## config.mk

```make
export PLATFORM = sky130hd
export DESIGN_NAME = busInterface
export DESIGN_NICKNAME = d
export VERILOG_FILES = /design/src/hw/dmaPkg.sv /design/src/hw/busInterface.sv
export SDC_FILE = /design/constraint.sdc
export NUM_CORES = 1
export LEC_CHECK = 0
export BUFFER_PORTS_ARGS = -buffer_cell sky130_fd_sc_hd__buf_2
export CAP_MARGIN = 20
export CORE_UTILIZATION = 37
export DETAILED_ROUTE_END_ITERATION = 12
export HOLD_SLACK_MARGIN = 0.03
export PLACE_DENSITY = 0.79
export SKIP_LAST_GASP = 1
export SYNTH_ARGS = -nofsm -noshare
export SYNTH_HDL_FRONTEND = slang
export SYNTH_SLANG_ARGS = --single-unit
```

## constraint.sdc

```tcl
create_clock -name clock -period 2.8 [get_ports clock]
set_input_delay 0.56 -clock clock [delete_from_list [all_inputs] [get_ports clock]]
set_output_delay 0.56 -clock clock [all_outputs]
set_load 0.1 [all_outputs]
```

## src/hw/dmaPkg.sv

```systemverilog
package dmaPkg;

  localparam int ramDepth     = 512;
  localparam int ramAddrWidth = $clog2(ramDepth);
  localparam int blockWidth   = 10;
  localparam int burstWidth   = 8;  // Holds the beat count minus one

  localparam logic [7:0] customId = 8'h0C;

  // Operation field, valueA bits 12 to 9
  typedef enum logic [3:0] {
    sramRead   = 4'd0,
    sramWrite  = 4'd1,
    setBusAddr = 4'd3,
    setRamAddr = 4'd5,
    setBlock   = 4'd7,
    setBurst   = 4'd9,
    dmaControl = 4'd11
  } ciOp;

  // Read selectors sit in valueA bits 12 to 10
  localparam logic [2:0] selSram    = 3'd0;
  localparam logic [2:0] selBusAddr = 3'd1;
  localparam logic [2:0] selRamAddr = 3'd2;
  localparam logic [2:0] selBlock   = 3'd3;
  localparam logic [2:0] selBurst   = 3'd4;
  localparam logic [2:0] selStatus  = 3'd5;

  typedef enum logic [3:0] {
    idle,
    init,
    requestBus,
    setUp,
    doRead,
    waitEnd,
    doWrite,
    endError,
    endWrite
  } dmaState;

endpackage
```

## src/hw/busInterface.sv

```systemverilog
`timescale 1ns/100ps

module busInterface (
  input  logic                          clock,
  input  logic                          reset,
  input  logic                          setUp,
  input  logic                          readNotWrite,
  input  logic [31:0]                   burstAddr,
  input  logic [dmaPkg::burstWidth-1:0] beats,
  input  logic                          writeBeat,
  input  logic [31:0]                   writeData,
  input  logic                          endPulse,
  input  logic                          busyIn,
  input  logic                          endTransactionIn,
  input  logic                          dataValidIn,
  input  logic [31:0]                   addressDataIn,
  output logic                          readValid,
  output logic [31:0]                   readData,
  output logic                          readEnd,
  output logic                          beginTransactionOut,
  output logic                          readNotWriteOut,
  output logic                          endTransactionOut,
  output logic                          dataValidOut,
  output logic [3:0]                    byteEnablesOut,
  output logic [dmaPkg::burstWidth-1:0] burstSizeOut,
  output logic [31:0]                   addressDataOut
);

  logic holdBeat;

  // A beat stays on the bus until the slave drops busy
  assign holdBeat = busyIn && dataValidOut;

  always_ff @(posedge clock)
  begin
    if (reset)
    begin
      readValid           <= 1'b0;
      readEnd             <= 1'b0;
      beginTransactionOut <= 1'b0;
      readNotWriteOut     <= 1'b0;
      byteEnablesOut      <= 4'h0;
      burstSizeOut        <= '0;
      endTransactionOut   <= 1'b0;
      dataValidOut        <= 1'b0;
    end
    else
    begin
      readValid           <= dataValidIn;
      readEnd             <= endTransactionIn;
      beginTransactionOut <= setUp;
      readNotWriteOut     <= setUp && readNotWrite;
      byteEnablesOut      <= setUp ? 4'hF : 4'h0;
      burstSizeOut        <= setUp ? beats : '0;
      endTransactionOut   <= endPulse;
      if (!holdBeat)
        dataValidOut <= writeBeat;
    end
  end

  always_ff @(posedge clock)
  begin
    readData <= addressDataIn;
    if (holdBeat)
      addressDataOut <= addressDataOut;
    else if (setUp)
      addressDataOut <= burstAddr;  // Address phase
    else if (writeBeat)
      addressDataOut <= writeData;
    else
      addressDataOut <= '0;
  end

  holdWhileBusy: assert property (@(posedge clock) disable iff (reset)
    holdBeat |-> !writeBeat)
    else $error("new write beat handed over while the slave was busy");

endmodule

```

==> reports/metrics.csv, run 1 <==
stage;metric;value;unit
timing;clk_skew;0.00285;ns
floorplan;Initial Utilization;39.3;%
cts;clk_lat worst skew;0.34;ns
floorplan;# IOs;195;
route;DR WL/cell;14.0;um
floorplan;Die Y;82.2;um
power_and_ir_drop;Lkg Pwr;1.80;nW
cts;Clock transition at path regs;0.09;ns
floorplan;Core Area;6060;um2
timing;post-layout min period;1.75;ns
setup_path;Worst Path Arrival;1.19;ns
route;DR vias/cell;4.45;
synth;Yosys reg bits;78;
cts;Num CTS Buffers;9;
synth;Warnings, synthesis;0;
cts;Max Root-Sink Buffers;2;
setup_path;worst stage delay on the critical path;0.45;ns
placed_design;Placed Instance Area;3350;um2
cts;Clock Sinks;78;
run_status;status;finished clean;
cts;CTS Hold Buffers Added;0;
synth;number of instances in the synthesized netlist;141;
final_layout;Fill cells;522;
final_layout;final core utilization;58.5;%
global_routing;first-pass GRT wire length;8.22;mm
setup_path;critical path's slowest cell;buf_2;
setup_path;CP Launch Type;flop;
setup_path;Largest delay share family, worst path;buffers and inverters;
flow_run;Max Cap Viol;0;
placed_design;detailed placement HPWL;4.42;mm
timing;Slew Viols, Final;0;
global_routing;Congestion Overflow GR;0;
placed_design;Cells after DPL;399;
floorplan;total die area;6760;um2
route;vias after detailed routing;1845;
hold_path;HP Class;in2reg;
placed_design;PortBufs;194;
final_layout;commonest non-fill, non-tap cells in the layout;buf_2 (194), dfxtp_1 (46), edfxtp_1 (32), a22o_1 (31);
route;drt first pass iters;4;
final_layout;Area growth syn-to-layout;48.7;%
timing;Final Hold Viols;0;
power_and_ir_drop;Power Density;817;nW/um2
route;antenna-violating nets left;0;
cts;root buf cell;clkbuf_8;
final_layout;post-route insts no fill;415;
synth;sequential-to-total area share from yosys stat;79.0;%
synth;Syn Nets;254;
cts;H-tree levels;3;
power_and_ir_drop;Peak VDD IR;0.000590;V
setup_path;Crit Path Class;reg2out;
timing;Max transition margin;52.7;%
final_layout;layout cells sized above 1;62.4;%
floorplan;num rows;28;
synth;synthesized cell area;2380;um2
setup_path;Worst Path Max Fanout;5;
timing;Final Cycle Share;62.6;%
setup_path;Worst Path Required;2.24;ns
synth;Syn Area/Cell;16.9;um2
route;drt initial violations;52;
global_routing;largest net degree at the start of global routing;36;
placed_design;RD Place Congestion;0.737;
setup_path;worst-path cell chain;buf_2;
global_routing;vias in the first global route;1839;
timing;Setup TNS;0;ns
global_routing;GRT Overall Usage;17.1;%
synth;Yosys cell types;13;
cts;CTS resizes;0;
final_layout;commonest non-fill, non-tap cell in the layout;buf_2;
setup_path;Crit. End Element;primary output;
final_layout;# diodes;0;
timing;Fmax;570;MHz
route;DR DRC count;0;
route;final wirelength;5.83;mm
timing;measured slew at the worst slew-check pin;0.708;ns
timing;final setup fails;0;
cts;CTS tree;built;
timing;unrepaired setup endpoints after global routing;false;
floorplan;DIE WIDTH;82.2;um
final_layout;final net count;448;
global_routing;initial antenna violation count;2;
final_layout;post-route cell area;3540;um2
setup_path;worst path bufs/invs;1;
cts;Post-CTS Setup Repair Bufs;0;
## logic make-up (layout without fill, tap and decap cells)
logic type | count (synthesis) | after routing | synth area share (%)
AOI/OAI and AO/OA | 33 | 33 | 11.8
buffers and inverters | 12 | 211 | 4.25
DFF | 78 | 78 | 79.0
and+or+nand+nor | 18 | 18 | 4.94
## through the flow
step / worst slack [ns] / total power, mW / hold slack [ns]
after floorplan: 0.501 / 1.98 / 0.588
after global placement: 0.936 / 2.12 / 0.487
final: 1.05 / 2.89 / 0.311
after global routing: 0.984 / 3.00 / 0.287
after detailed placement: 0.857 / 2.13 / 0.506
after CTS: 1.01 / 2.93 / 0.294
## metal layers
layer | GRT usage, % | up-vias | routed length (um)
met3 | 6.48 | 15 | 532
met5 | 0 | - | 33
met4 | 11.1 | 4 | 135
met1 | 17.3 | 830 | 2090
li1 | - | 900 | -
met2 | 29.3 | 96 | 3030
## flip-flops by register name (all words and copies together) (netlist names)
register and count:
readValid 1, readEnd 1, addressDataOut 32, byteEnablesOut 1
readData 32, endTransactionOut 1, readNotWriteOut 1, burstSizeOut 8
dataValidOut 1
## worst paths after layout
path,startpoint,end,slack (ns),depth (start not counted)
setup / recovery,byteEnablesOut[2],byteEnablesOut[2],1.05,1
hold / removal,addressDataIn[28],readData[28],0.31,1
setup reg to reg,dataValidOut,addressDataOut[1],1.70,2
hold reg to reg,dataValidOut,dataValidOut,0.52,2
## area by class of cell
type / instances / area [um2] / area share [%]
clock buffer: 11 / 153 / 4.31
clock inverter: 5 / 37.5 / 1.06
multi-input combinational: 51 / 399 / 11.3
sequential: 78 / 1880 / 53.1
tap: 75 / 93.8 / 2.65
timing repair buffer: 195 / 978 / 27.6
## synthesized netlist by cell type
cell type | number | area, um2
and2_1 | 9 | 56.3
nor2b_1 | 3 | 18.8
edfxtp_1 | 32 | 961
buf_6 | 5 | 56.3
buf_2 | 3 | 15.0
buf_4 | 4 | 30.0
o21ai_1 | 1 | 5.00
dfxtp_1 | 46 | 921
a21oi_1 | 1 | 5.00
a22o_1 | 31 | 272
nor2_1 | 1 | 3.75
nor2b_4 | 2 | 27.5
nand2_1 | 3 | 11.3
## power by group
part | total [mW] | internal, mW | switching, mW
sequential | 1.28 | 1.27 | 0.0192
clock | 0.796 | 0.382 | 0.414
combinational | 0.813 | 0.138 | 0.675
(Power assumes the default switching activity.)
==> inputs of run 2 (changes only) <==
--- a/config.mk
+++ b/config.mk
@@ -7,10 +7,10 @@
 export LEC_CHECK = 0
 export BUFFER_PORTS_ARGS = -buffer_cell sky130_fd_sc_hd__buf_2
 export CAP_MARGIN = 20
-export CORE_UTILIZATION = 37
+export CORE_UTILIZATION = 34
 export DETAILED_ROUTE_END_ITERATION = 12
 export HOLD_SLACK_MARGIN = 0.03
-export PLACE_DENSITY = 0.79
+export PLACE_DENSITY = 0.77
 export SKIP_LAST_GASP = 1
 export SYNTH_ARGS = -nofsm -noshare
 export SYNTH_HDL_FRONTEND = slang
==> constraint.sdc (replaced) <==
create_clock -name clock -period 1.5 [get_ports clock]
set_input_delay 0.3 -clock clock [delete_from_list [all_inputs] [get_ports clock]]
set_output_delay 0.3 -clock clock [all_outputs]
set_load 0.1 [all_outputs]
==> reports/metrics.csv, run 2 (same netlist as run 1, synthesis figures left out) <==
stage;metric;value;unit
global_routing;first-pass GRT wire length;8.16;mm
setup_path;Crit. End Element;primary output;
final_layout;commonest non-fill, non-tap cell in the layout;buf_2;
floorplan;total die area;7350;um2
setup_path;Crit Path Class;reg2out;
setup_path;Worst Path Required;1.20;ns
floorplan;DIE WIDTH;85.7;um
placed_design;Cells after DPL;420;
final_layout;# diodes;0;
timing;unrepaired setup endpoints after global routing;false;
final_layout;commonest non-fill, non-tap cells in the layout;buf_2 (194), dfxtp_1 (44), edfxtp_1 (32), a22o_1 (31), dlygate4sd3_1 (12);
global_routing;GRT Overall Usage;15.2;%
setup_path;Worst Path Arrival;1.13;ns
power_and_ir_drop;Lkg Pwr;1.87;nW
global_routing;initial antenna violation count;0;
flow_run;Max Cap Viol;0;
global_routing;largest net degree at the start of global routing;33;
cts;clk_lat worst skew;0.34;ns
power_and_ir_drop;Design Power;5.56;mW
timing;measured slew at the worst slew-check pin;0.708;ns
cts;root buf cell;clkbuf_8;
timing;clk_skew;0.00655;ns
route;DR DRC count;0;
floorplan;Core Area;6790;um2
timing;Slew Viols, Final;0;
timing;Final Hold Viols;0;
cts;Num CTS Buffers;9;
timing;worst hold slack;0.0564;ns
global_routing;vias in the first global route;1713;
power_and_ir_drop;Power Density;1490;nW/um2
power_and_ir_drop;Peak VDD IR;0.000774;V
route;antenna-violating nets left;0;
final_layout;final core utilization;54.8;%
route;DR vias/cell;4.22;
timing;Final Cycle Share;95.2;%
final_layout;final net count;460;
cts;Max Root-Sink Buffers;2;
route;drt initial violations;92;
placed_design;detailed placement HPWL;4.37;mm
placed_design;RD Place Congestion;0.751;
cts;CTS tree;built;
final_layout;Area growth syn-to-layout;56.1;%
floorplan;# IOs;195;
placed_design;pre-CTS setup slack;0.0434;ns
setup_path;Worst Path Max Fanout;3;
placed_design;PortBufs;194;
placed_design;Placed Instance Area;3390;um2
final_layout;post-route cell area;3720;um2
cts;Clock transition at path regs;0.08;ns
cts;H-tree levels;3;
timing;Max transition margin;52.7;%
route;final wirelength;5.92;mm
setup_path;CP Launch Type;flop;
setup_path;worst stage delay on the critical path;0.44;ns
timing;Setup TNS;0;ns
setup_path;worst-path cell chain;buf_2;
route;drt first pass iters;4;
floorplan;Die Y;85.7;um
floorplan;Initial Utilization;35.1;%
cts;Clock Sinks;78;
setup_path;critical path's slowest cell;buf_2;
timing;Fmax;700;MHz
final_layout;layout cells sized above 1;61.1;%
setup_path;worst path bufs/invs;1;
route;vias after detailed routing;1891;
timing;post-layout min period;1.43;ns
timing;final setup fails;0;
global_routing;Congestion Overflow GR;0;
final_layout;biggest regs;addressDataOut (32), readData (32), burstSizeOut (8);
hold_path;HP Class;in2reg;
final_layout;Fill cells;596;
floorplan;num rows;30;
final_layout;post-route insts no fill;448;
setup_path;Largest delay share family, worst path;buffers and inverters;
timing;Setup WS post-layout;0.0717;ns
route;DR WL/cell;13.2;um
run_status;status;finished clean;
run 2: cell count changes in the layout (fill, tap and decap cells not counted):
cell	change
bufinv_16	+1
clkinv_2	+2
clkinv_4	+1
clkinvlp_4	-1
dfxtp_1	-2
dfxtp_2	+2
dlygate4sd3_1	+12
inv_4	-2
inv_6	-1
nand2_1	-1
nand2_4	+1
run 2: power breakdown:
| group | internal, mW | switching [mW] | leakage (nW) | total [mW] |
|---|---|---|---|---|
| combinational | 0.278 | 1.27 | 1.03 | 1.55 |
| sequential | 2.36 | 0.0351 | 0.734 | 2.40 |
| clock | 0.871 | 0.739 | 0.108 | 1.61 |
| total | 3.51 | 2.04 | 1.87 | 5.56 |
run 2: per-layer routing:
metal,vias up,part of all wire [%],GRT usage [%]
met5,-,0,0
met4,0,1.5,6.82
met3,7,6.7,5.87
met2,89,54,26.0
met1,872,38,16.8
li1,923,-,-
run 2: cell type report:
cell class	instances	area (um2)	share of cell area (%)
timing repair buffer	207	1100	29.5
clock buffer	11	153	4.10
sequential	78	1880	50.7
clock inverter	5	57.6	1.55
multi-input combinational	51	407	10.9
tap	96	120	3.23
run 2: worst paths after layout:
kind	from	endpoint	slack, ns	cells after the start
min	addressDataIn[3]	readData[3]	0.06	1
max reg2reg	dataValidOut	addressDataOut[28]	0.49	1
max	dataValidOut	dataValidOut	0.07	1
min reg2reg	dataValidOut	dataValidOut	0.52	2
run 2: timing repair:
item | in CTS | in global routing
setup buffers | 0 | 0
gates resized for setup | 0 | 0
hold buffers | 0 | 12
hold endpoints to repair | 0 | 12
