$ cat src/hw/dmaPkg.sv
package dmaPkg;

  localparam int ramDepth     = 512;
  localparam int ramAddrWidth = $clog2(ramDepth);
  localparam int blockWidth   = 10;
  localparam int burstWidth   = 8;  // Holds the beat count minus one

  localparam logic [7:0] customId = 8'h0C;

  // Operation field, valueA bits 12 to 9
  typedef enum logic [3:0] {
    sramRead   = 4'd0,
    sramWrite  = 4'd1,
    setBusAddr = 4'd3,
    setRamAddr = 4'd5,
    setBlock   = 4'd7,
    setBurst   = 4'd9,
    dmaControl = 4'd11
  } ciOp;

  // Read selectors sit in valueA bits 12 to 10
  localparam logic [2:0] selSram    = 3'd0;
  localparam logic [2:0] selBusAddr = 3'd1;
  localparam logic [2:0] selRamAddr = 3'd2;
  localparam logic [2:0] selBlock   = 3'd3;
  localparam logic [2:0] selBurst   = 3'd4;
  localparam logic [2:0] selStatus  = 3'd5;

  typedef enum logic [3:0] {
    idle,
    init,
    requestBus,
    setUp,
    doRead,
    waitEnd,
    doWrite,
    endError,
    endWrite
  } dmaState;

endpackage
$ cat src/hw/ciDecoder.sv
`timescale 1ns/100ps

module ciDecoder (
  input  logic                            clock,
  input  logic                            reset,
  input  logic                            start,
  input  logic [7:0]                      ciN,
  input  logic [31:0]                     valueA,
  input  logic [31:0]                     valueB,
  input  logic [31:0]                     ramReadData,
  input  logic                            busy,
  input  logic                            busError,
  output logic                            done,
  output logic [31:0]                     result,
  output logic [dmaPkg::ramAddrWidth-1:0] ramAddr,
  output logic                            ramWriteEnable,
  output logic [31:0]                     ramWriteData,
  output logic [31:0]                     busStartAddr,
  output logic [dmaPkg::ramAddrWidth-1:0] ramStartAddr,
  output logic [dmaPkg::blockWidth-1:0]   blockSize,
  output logic [dmaPkg::burstWidth-1:0]   burstSize,
  output logic                            startRead,
  output logic                            startWrite
);
  import dmaPkg::*;

  logic        isMyCi;
  ciOp         op;
  logic        isRead;
  logic        readStrobeReg;
  logic [2:0]  readSelReg;
  logic [31:0] readValue;

  assign isMyCi = start && (ciN == customId);
  assign op     = ciOp'(valueA[12:9]);
  assign isRead = isMyCi && !valueA[9];

  // Stores are dropped unless the upper address bits are clear
  assign ramAddr        = valueA[ramAddrWidth-1:0];
  assign ramWriteData   = valueB;
  assign ramWriteEnable = isMyCi && (valueA[31:10] == '0) && (op == sramWrite);

  assign startRead  = isMyCi && (op == dmaControl) && (valueB[1:0] == 2'b01) && !busy;
  assign startWrite = isMyCi && (op == dmaControl) && (valueB[1:0] == 2'b10) && !busy;

  always_ff @(posedge clock)
  begin
    if (reset)
    begin
      busStartAddr <= '0;
      ramStartAddr <= '0;
      blockSize    <= '0;
      burstSize    <= '0;
    end
    else if (isMyCi)
    begin
      case (op)
        setBusAddr: busStartAddr <= valueB;
        setRamAddr: ramStartAddr <= valueB[ramAddrWidth-1:0];
        setBlock:   blockSize    <= valueB[blockWidth-1:0];
        setBurst:   burstSize    <= valueB[burstWidth-1:0];
        default:    ;
      endcase
    end
  end

  always_ff @(posedge clock)
  begin
    if (reset)
    begin
      readStrobeReg <= 1'b0;
    end
    else
    begin
      readStrobeReg <= isRead;
    end
  end

  always_ff @(posedge clock)
  begin
    readSelReg <= valueA[12:10];
  end

  always_comb
  begin
    case (readSelReg)
      selSram:    readValue = ramReadData;
      selBusAddr: readValue = busStartAddr;
      selRamAddr: readValue = 32'(ramStartAddr);
      selBlock:   readValue = 32'(blockSize);
      selBurst:   readValue = 32'(burstSize);
      selStatus:  readValue = {30'd0, busError, busy};
      default:    readValue = '0;
    endcase
  end

  assign done   = (isMyCi && valueA[9]) || readStrobeReg;  // Writes finish at once
  assign result = readStrobeReg ? readValue : '0;

  startTaken: assert property (@(posedge clock) disable iff (reset)
    (startRead || startWrite) |=> busy)
    else $error("transfer start not taken by the engine");

endmodule

$ cat config.mk
export PLATFORM = sky130hd
export DESIGN_NAME = ciDecoder
export DESIGN_NICKNAME = d
export VERILOG_FILES = /design/src/hw/dmaPkg.sv /design/src/hw/ciDecoder.sv
export SDC_FILE = /design/constraint.sdc
export NUM_CORES = 1
export LEC_CHECK = 0
export BUFFER_PORTS_ARGS = -buffer_cell sky130_fd_sc_hd__buf_2
export CORE_MARGIN = 2
export CORE_UTILIZATION = 27
export DETAILED_ROUTE_END_ITERATION = 6
export MAX_ROUTING_LAYER = met4
export PLACE_DENSITY = 0.57
export SKIP_CTS_REPAIR_TIMING = 1
export SLEW_MARGIN = 20
export SYNTH_ARGS = -nofsm -noshare
export SYNTH_HDL_FRONTEND = slang
export SYNTH_SLANG_ARGS = --single-unit
$ cat constraint.sdc
create_clock -name clock -period 3.6 [get_ports clock]
set_input_delay 0.54 -clock clock [delete_from_list [all_inputs] [get_ports clock]]
set_output_delay 0.54 -clock clock [all_outputs]
set_load 0.1 [all_outputs]
==> results of run 1 <==
through the flow:
stage	hold slack [ns]	setup slack (ns)	total power (uW)
2_1_floorplan	0.568	0.215	985
3_3_place_gp	0.458	0.795	1010
3_5_place_dp	0.456	0.750	1010
4_1_cts	0.400	0.508	1910
5_1_grt	0.406	0.310	1960
6_report	0.411	0.504	1880
final timing paths:
check                                      end  depth (start not counted)  slack (ns)
setup / recovery                     result[1]                          5        0.50
hold / removal           readSelReg[0]$_DFF_P_                          1        0.41
setup reg to reg  ramStartAddr[3]$_SDFFE_PP0P_                          2        2.92
hold reg to reg   busStartAddr[0]$_SDFFE_PP0P_                          2        0.46
metal layers:
layer  up-vias  wire length [um]
met3        11               713
met2       144              5400
li1       1751                 -
met1      1677              5030
met5         -                 0
met4         0               137
power by group through the flow:
stage          registers [uW]  logic [uW]  clock network [uW]
3_3_place_gp              720         290                   0
6_report                  706         291                 883
2_1_floorplan             715         270                   0
4_1_cts                   705         293                 914
3_5_place_dp              720         292                   0
5_1_grt                   706         306                 946
logic make-up after synthesis:
| kind of cell | Yosys count | share of synthesized area |
|---|---|---|
| DFF | 63 | 0.365 |
| buffers and inverters | 72 | 0.134 |
| AOI/OAI and AO/OA | 84 | 0.168 |
| and+or+nand+nor | 160 | 0.224 |
| muxes | 37 | 0.109 |
placed cells by master, fill, tap and decap left out, drive strengths merged, types with 2 or more instances in the layout:
master,n
buf,234
nand2,68
dfxtp,63
nor2,56
a21oi,35
mux2i,33
a22oi,32
clkbuf,13
o21a,6
nor3b,5
a2bb2oi,5
nor4,5
nand4,5
nor2b,4
mux2,4
nor4bb,3
nor3,3
and3b,2
o22ai,2
and2,2
clkinv,2
nor4b,2
flip-flops by register name, indices dropped and copies added (netlist names):
register	flops
readSelReg	3
readStrobeReg	1
busStartAddr	32
burstSize	8
blockSize	10
ramStartAddr	9
area by class of cell:
| class | count | area [um^2] |
|---|---|---|
| clock buffer | 13 | 270 |
| clock inverter | 3 | 40.0 |
| fill | 1305 | 7830 |
| tap | 172 | 215 |
| multi-input combinational | 281 | 1750 |
| sequential | 63 | 1260 |
| timing repair buffer | 234 | 1210 |
==> reports/qor.yml, run 1 <==
cts:
  clk_latency_ns: 0.33
  clk_path_buf_depth: 2
  cts_root_buf: "clkbuf_16"
  htree_levels: 3
  cts_sinks: 63
  cts_tree: "done"
  cts.clk_slew.worst_paths_ns: 0.05
  cts_buffers: 9
drt:
  viasPerCell: 4.68
  num_vias: 3583
  totalWireLength_um: 11300
  drt-initial-drc-count: 135
  dr.pass1.iters: 4
  drc: 0
  wl_per_cell_um: 14.7
  ant_nets: 0
worst_setup_path:
  crit_chain: "nor2b_1 -> a22oi_1 -> a21oi_1 -> o21a_1 -> buf_2"
  critPathRequiredTime_ns: 3.06
  setup.worst_path.class: "register to output port"
  worstPathArrival_ns: 2.56
  cp-end-kind: "output port"
  setup.worst_path.start_class: "register"
  cpLargestDelayFamily: "simple AND/OR/NAND/NOR gates"
  startpoint: "readSelReg[2]$_DFF_P_"
  cpPeakStageDelay_ns: 0.70
  cp_max_fo: 17
  r2r-start: "ramStartAddr[3]$_SDFFE_PP0P_"
  crit_buf_inv: 1
  crit_slowest_cell: "nor2b_1"
layout:
  fin_area_um2: 4740
  nets: 698
  antenna_cells: 0
  drive_gt1_frac: 0.458
  syn_to_final_growth_pct: 37.3
  final_core_util: 0.377
  final_cells: 766
floorplanning:
  num_rows: 41
  die_x_um: 117
  io_pins: 245
  die_h_um: 117
  initial_core_util: 0.275
  coreArea_um2: 12600
  die_area_um2: 13700
grt:
  grt_pass1_vias: 3146
  grt-busiest-layer: "met2"
  grt_start_max_net_pins: 61
  grt_usage: 0.160
  grt_pass1_wl_um: 16200
  met1_usage: 0.200
  antenna_found_initial: 0
  met2_usage: 0.254
  gr-usage-met3: 0.0469
  overflow: 0
synth:
  synth_cell_type_count: 38
  synth_edf_count: 0
  synth_commonest_cells: "nand2_1 (68), dfxtp_1 (63), nor2_1 (56)"
  synth_ff_type: "dfxtp_1"
  synth-seq-area-share: 0.365
  synthTopCellsByArea: "dfxtp_1 (37%), mux2i_1 (9.6%), buf_4 (9.1%), nand2_1 (7.4%), a22oi_1 (7.0%)"
  ys_warn_count: 0
  synth_area_um2: 3450
  synth_seq_cells: 63
  yosysMostFrequentCell: "nand2_1"
  syn_nets: 525
  synthCells: 416
  yosys.area.top_type: "dfxtp_1"
  async_reset_ff_frac: 0
  netlist.area_leader.share: 0.365
  syn_area_per_cell_um2: 8.30
placement:
  dp_hpwl_um: 8420
  numPortBuffers: 226
  placed_cell_area_um2: 4430
  dp.cells: 750
  gp_congestion: 0.862
power_and_ir_drop:
  clockPowerShare: 0.470
  ir_worst_vdd_uv: 176
  seq_power_share: 0.375
  p_sw_frac: 0.274
  p_switching_uw: 516
  p_int_uw: 1360
  powerDensity_nw_per_um2: 397
  p_comb_frac: 0.155
  leakage_uw: 0.00236
sta:
  finClkSkew_ns: 0
  slew_viol_final: 0
  hold_viol_final: 0
  finalSetupViolCount: 0
  rsz0062_at_grt: "no"
  totalNegativeSetupSlack_ns: 0
  max_freq_ghz: 0.323
  tightest_slew_ns: 0.776
  fin_crit_ns: 3.10
  maxSlewHeadroom: 0.481
  timing.final.crit_share: 0.860
hold_path:
  worstHoldStart: "valueA[10]"
  worst_hold_path_type: "input pin to register"
outcome:
  status: "completed"
job:
  max_cap_violations: 0
Note: power is estimated with default switching activity, not from simulation.
==> run 2, diff against run 1 <==
CTS_BUF_LIST = sky130_fd_sc_hd__clkbuf_4   (was unset)
==> run 2 against run 1 <==
  * Clock skew unchanged
  * Register-to-register slack about the same
  * Wire length down 0.50%
  * Power down 23%
  * Sequential cell count unchanged
  * First-iteration DRC count up 7.4%
  * Count of clock-buffer cells in the layout down 3
  * Combinational power about the same
  * Final cell count unchanged
  * Critical path type unchanged
==> reports/qor.yml, run 2 (synthesized netlist as in run 1, its figures left out) <==
cts:
  cts_root_buf: "clkbuf_4"
  cts.clk_slew.worst_paths_ns: 0.10
  clk_latency_ns: 0.42
  clk_path_buf_depth: 2
  htree_levels: 3
  cts_tree: "done"
  cts_sinks: 63
  cts_buffers: 9
sta:
  finalSetupViolCount: 0
  max_freq_ghz: 0.313
  timing.final.crit_share: 0.887
  rsz0062_at_grt: "no"
  totalNegativeSetupSlack_ns: 0
  setup_slack_ns: 0.408
  fin_crit_ns: 3.19
  hold_viol_final: 0
  maxSlewHeadroom: 0.459
  finClkSkew_ns: 0
  slew_viol_final: 0
  tightest_slew_ns: 0.809
floorplanning:
  io_pins: 245
  die_area_um2: 13700
  initial_core_util: 0.275
  die_h_um: 117
  num_rows: 41
  coreArea_um2: 12600
  die_x_um: 117
worst_setup_path:
  setup.worst_path.start_class: "register"
  r2r_setup_slack_ns: 2.92
  worstSetupEndpoint: "result[1]"
  cpLargestDelayFamily: "simple AND/OR/NAND/NOR gates"
  r2r-start: "ramStartAddr[3]$_SDFFE_PP0P_"
  cp-end-kind: "output port"
  cp_num_cells: 5
  cpPeakStageDelay_ns: 0.70
  startpoint: "readSelReg[2]$_DFF_P_"
  r2r_cells: 2
  setup.worst_path.class: "register to output port"
  crit_chain: "nor2b_1 -> a22oi_1 -> a21oi_1 -> o21a_1 -> buf_2"
  worstPathArrival_ns: 2.65
  critPathRequiredTime_ns: 3.06
  crit_buf_inv: 1
  crit_slowest_cell: "nor2b_1"
  r2r-end: "ramStartAddr[3]$_SDFFE_PP0P_"
  cp_max_fo: 17
grt:
  met1_usage: 0.199
  overflow: 0
  grt_pass1_wl_um: 16200
  grt_pass1_vias: 3141
  grt-busiest-layer: "met2"
  gr-usage-met3: 0.0458
  met2_usage: 0.252
  grt_start_max_net_pins: 61
  grt_usage: 0.160
  antenna_found_initial: 0
drt:
  wl_per_cell_um: 14.7
  ant_nets: 0
  totalWireLength_um: 11200
  viasPerCell: 4.68
  drc: 0
  drt-initial-drc-count: 145
  dr.pass1.iters: 4
  num_vias: 3586
layout:
  final_cell_mix: "buf_2 (225), nand2_1 (68), dfxtp_1 (63), nor2_1 (56), mux2i_1 (33)"
  nets: 698
  reg.largest.list: "busStartAddr x32, blockSize x10, ramStartAddr x9"
  largest_reg_flops: 32
  antenna_cells: 0
  syn_to_final_growth_pct: 31.9
  largest_register: "busStartAddr"
  final_common_cell: "buf_2"
  drive_gt1_frac: 0.455
placement:
  gp_congestion: 0.862
  numPortBuffers: 226
  dp_hpwl_um: 8420
  place_ws_ns: 0.750
power_and_ir_drop:
  ir_worst_vdd_uv: 152
  p_total_uw: 1450
  powerDensity_nw_per_um2: 319
  leakage_uw: 0.00228
job:
  max_cap_violations: 0
hold_path:
  worstHoldStart: "valueA[10]"
  worst_hold_path_type: "input pin to register"
  hold_depth: 1
outcome:
  status: "completed"
-- run 2: how the worst min path moves through the flow --
stage                                    endpoint  slack [ns]
floorplan                   readSelReg[0]$_DFF_P_        0.57
detailed placement   busStartAddr[0]$_SDFFE_PP0P_        0.46
global placement    busStartAddr[13]$_SDFFE_PP0P_        0.46
global route                readSelReg[0]$_DFF_P_        0.26
CTS                         readSelReg[0]$_DFF_P_        0.26
finish                      readSelReg[0]$_DFF_P_        0.32
-- run 2: per-layer routing --
metal	share of wire	vias to the layer above
met5	0	-
met4	0.0094	0
met3	0.069	10
met2	0.49	155
met1	0.43	1669
li1	-	1752
-- run 2: layout make-up --
cell class / instances / area (um^2)
fillers: 1321 / 8010
multi-input cells: 281 / 1750
flip-flops and latches: 63 / 1260
repair buffers: 234 / 1210
well taps: 172 / 215
clock buffers: 10 / 75.1
clock inverters: 6 / 51.3
-- run 2: metrics by stage --
| stage | instance area, um^2 | hold WS, ns | std cells | utilization |
|---|---|---|---|---|
| after global routing | 4550 | 0.256 | 766 | 0.362 |
| after global placement | 4430 | 0.458 | 750 | 0.352 |
| after floorplan | 3460 | 0.568 | 416 | - |
| final | 4550 | 0.318 | 766 | 0.362 |
| after detailed placement | 4430 | 0.456 | 750 | 0.352 |
| after CTS | 4550 | 0.257 | 766 | 0.362 |
-- run 2: where the power goes --
part | leakage [uW] | switching, uW | internal, uW
Combinational | 0.00170 | 216 | 74.7
Clock | 0.0000727 | 246 | 210
Sequential | 0.000508 | 5.74 | 698
==> run 3, diff against run 2 <==
PLACE_DENSITY = 0.61   (was 0.57)
==> run 3 against run 2 <==
  * Sequential share of layout area down 0.17 points
  * Clock skew unchanged
  * Worst hold slack worse by 0.015 ns
  * Die area unchanged
  * Sequential cell count unchanged
  * Via count down 0.28%
  * Setup slack worse by 0.015 ns
  * Final cell count unchanged
  * Register-to-register slack worse by 0.02 ns
  * Utilization up 0.22 points
  * Highest routed layer unchanged
==> reports/qor.yml, run 3 (synthesized netlist as in run 1, its figures left out) <==
grt:
  grt_pass1_vias: 3185
  grt_pass1_wl_um: 16200
  grt_start_max_net_pins: 61
  grt_usage: 0.161
  overflow: 0
  antenna_found_initial: 0
layout:
  largest_reg_flops: 32
  fin_area_um2: 4580
  antenna_cells: 0
  final_common_cell: "buf_2"
  syn_to_final_growth_pct: 32.7
  reg.largest.list: "busStartAddr x32, blockSize x10, ramStartAddr x9"
  final_cell_mix: "buf_2 (225), nand2_1 (68), dfxtp_1 (63), nor2_1 (56), mux2i_1 (33)"
  largest_register: "busStartAddr"
  nets: 698
  drive_gt1_frac: 0.458
  n_fill_cell: 1325
power_and_ir_drop:
  p_comb_frac: 0.188
  ir_worst_vdd_uv: 176
  powerDensity_nw_per_um2: 338
  clockPowerShare: 0.358
  p_int_uw: 1060
  p_switching_uw: 491
  p_sw_frac: 0.317
  seq_power_share: 0.454
  p_total_uw: 1550
  leakage_uw: 0.00229
cts:
  cts_tree: "done"
  clk_latency_ns: 0.43
  cts_root_buf: "clkbuf_4"
  htree_levels: 3
  clk_path_buf_depth: 2
  cts.clk_slew.worst_paths_ns: 0.11
  cts_buffers: 9
  cts_sinks: 63
sta:
  totalNegativeSetupSlack_ns: 0
  finalSetupViolCount: 0
  tightest_slew_ns: 0.808
  timing.final.crit_share: 0.891
  hold_viol_final: 0
  rsz0062_at_grt: "no"
  max_freq_ghz: 0.312
  finClkSkew_ns: 0
  fin_crit_ns: 3.21
  maxSlewHeadroom: 0.460
  slew_viol_final: 0
worst_setup_path:
  worstPathArrival_ns: 2.67
  cp_max_fo: 17
  critPathRequiredTime_ns: 3.06
  r2r_cells: 2
  setup.worst_path.class: "register to output port"
  setup.worst_path.start_class: "register"
  cp-end-kind: "output port"
floorplanning:
  die_h_um: 117
  die_x_um: 117
  die_area_um2: 13700
  initial_core_util: 0.275
  io_pins: 245
  coreArea_um2: 12600
  num_rows: 41
drt:
  ant_nets: 0
  wl_per_cell_um: 14.5
  viasPerCell: 4.67
  drc: 0
  totalWireLength_um: 11100
  num_vias: 3576
  dr.pass1.iters: 4
  drt-initial-drc-count: 223
hold_path:
  worst_hold_path_type: "input pin to register"
  hold_depth: 1
job:
  max_cap_violations: 0
placement:
  placed_cell_area_um2: 4420
  dp_hpwl_um: 8240
  numPortBuffers: 226
  gp_congestion: 0.819
outcome:
  status: "completed"
-- run 3: cell types whose count changed in the layout (fill, tap and decap cells not counted), sizes merged --
cell / before / now
bufinv: 1 / 2
clkinvlp: 0 / 1
clkinv: 5 / 3
-- run 3: worst paths after layout --
check        slack, ns                     startpoint                       endpoint
max               0.39          readSelReg[2]$_DFF_P_                      result[1]
min               0.30                     valueA[12]          readSelReg[2]$_DFF_P_
max reg2reg       2.90      burstSize[5]$_SDFFE_PP0P_      burstSize[5]$_SDFFE_PP0P_
min reg2reg       0.47  busStartAddr[27]$_SDFFE_PP0P_  busStartAddr[27]$_SDFFE_PP0P_
-- run 3: routing by layer --
metal,track usage,vias up,wire (um)
li1,-,1751,-
met1,0.202,1662,4850
met2,0.241,142,5230
met3,0.0412,21,819
met4,0.0784,0,242
met5,-,-,0
-- run 3: through the flow --
stage          utilization  worst slack [ns]  hold slack [ns]  cells
3_3_place_gp         0.352             0.783            0.450    750
5_1_grt              0.365             0.126            0.255    766
6_report             0.365             0.393            0.303    766
4_1_cts              0.364             0.336            0.255    766
2_1_floorplan            -             0.215            0.568    416
3_5_place_dp         0.352             0.742            0.457    750
-- run 3: power by group through the flow --
stage | clock network, uW | registers [uW] | logic [uW]
floorplan | 0 | 715 | 270
global placement | 0 | 719 | 289
detailed placement | 0 | 719 | 292
CTS | 580 | 703 | 293
global route | 610 | 704 | 308
finish | 555 | 703 | 292
-- run 3: worst max-delay path, cell delays in order, from the launching register on --
cell and delay, ns:
dfxtp_1 0.57, nor2b_1 0.73, a22oi_1 0.19, a21oi_1 0.18
o21a_1 0.14, buf_2 0.42
-- run 3: area by class of cell --
cell class / instances / area [um^2] / share of cell area
multi-input cells: 281 / 1750 / 0.382
well taps: 172 / 215 / 0.0470
clock buffers: 10 / 75.1 / 0.0164
clock inverters: 6 / 85.1 / 0.0186
flip-flops and latches: 63 / 1260 / 0.275
repair buffers: 234 / 1190 / 0.261
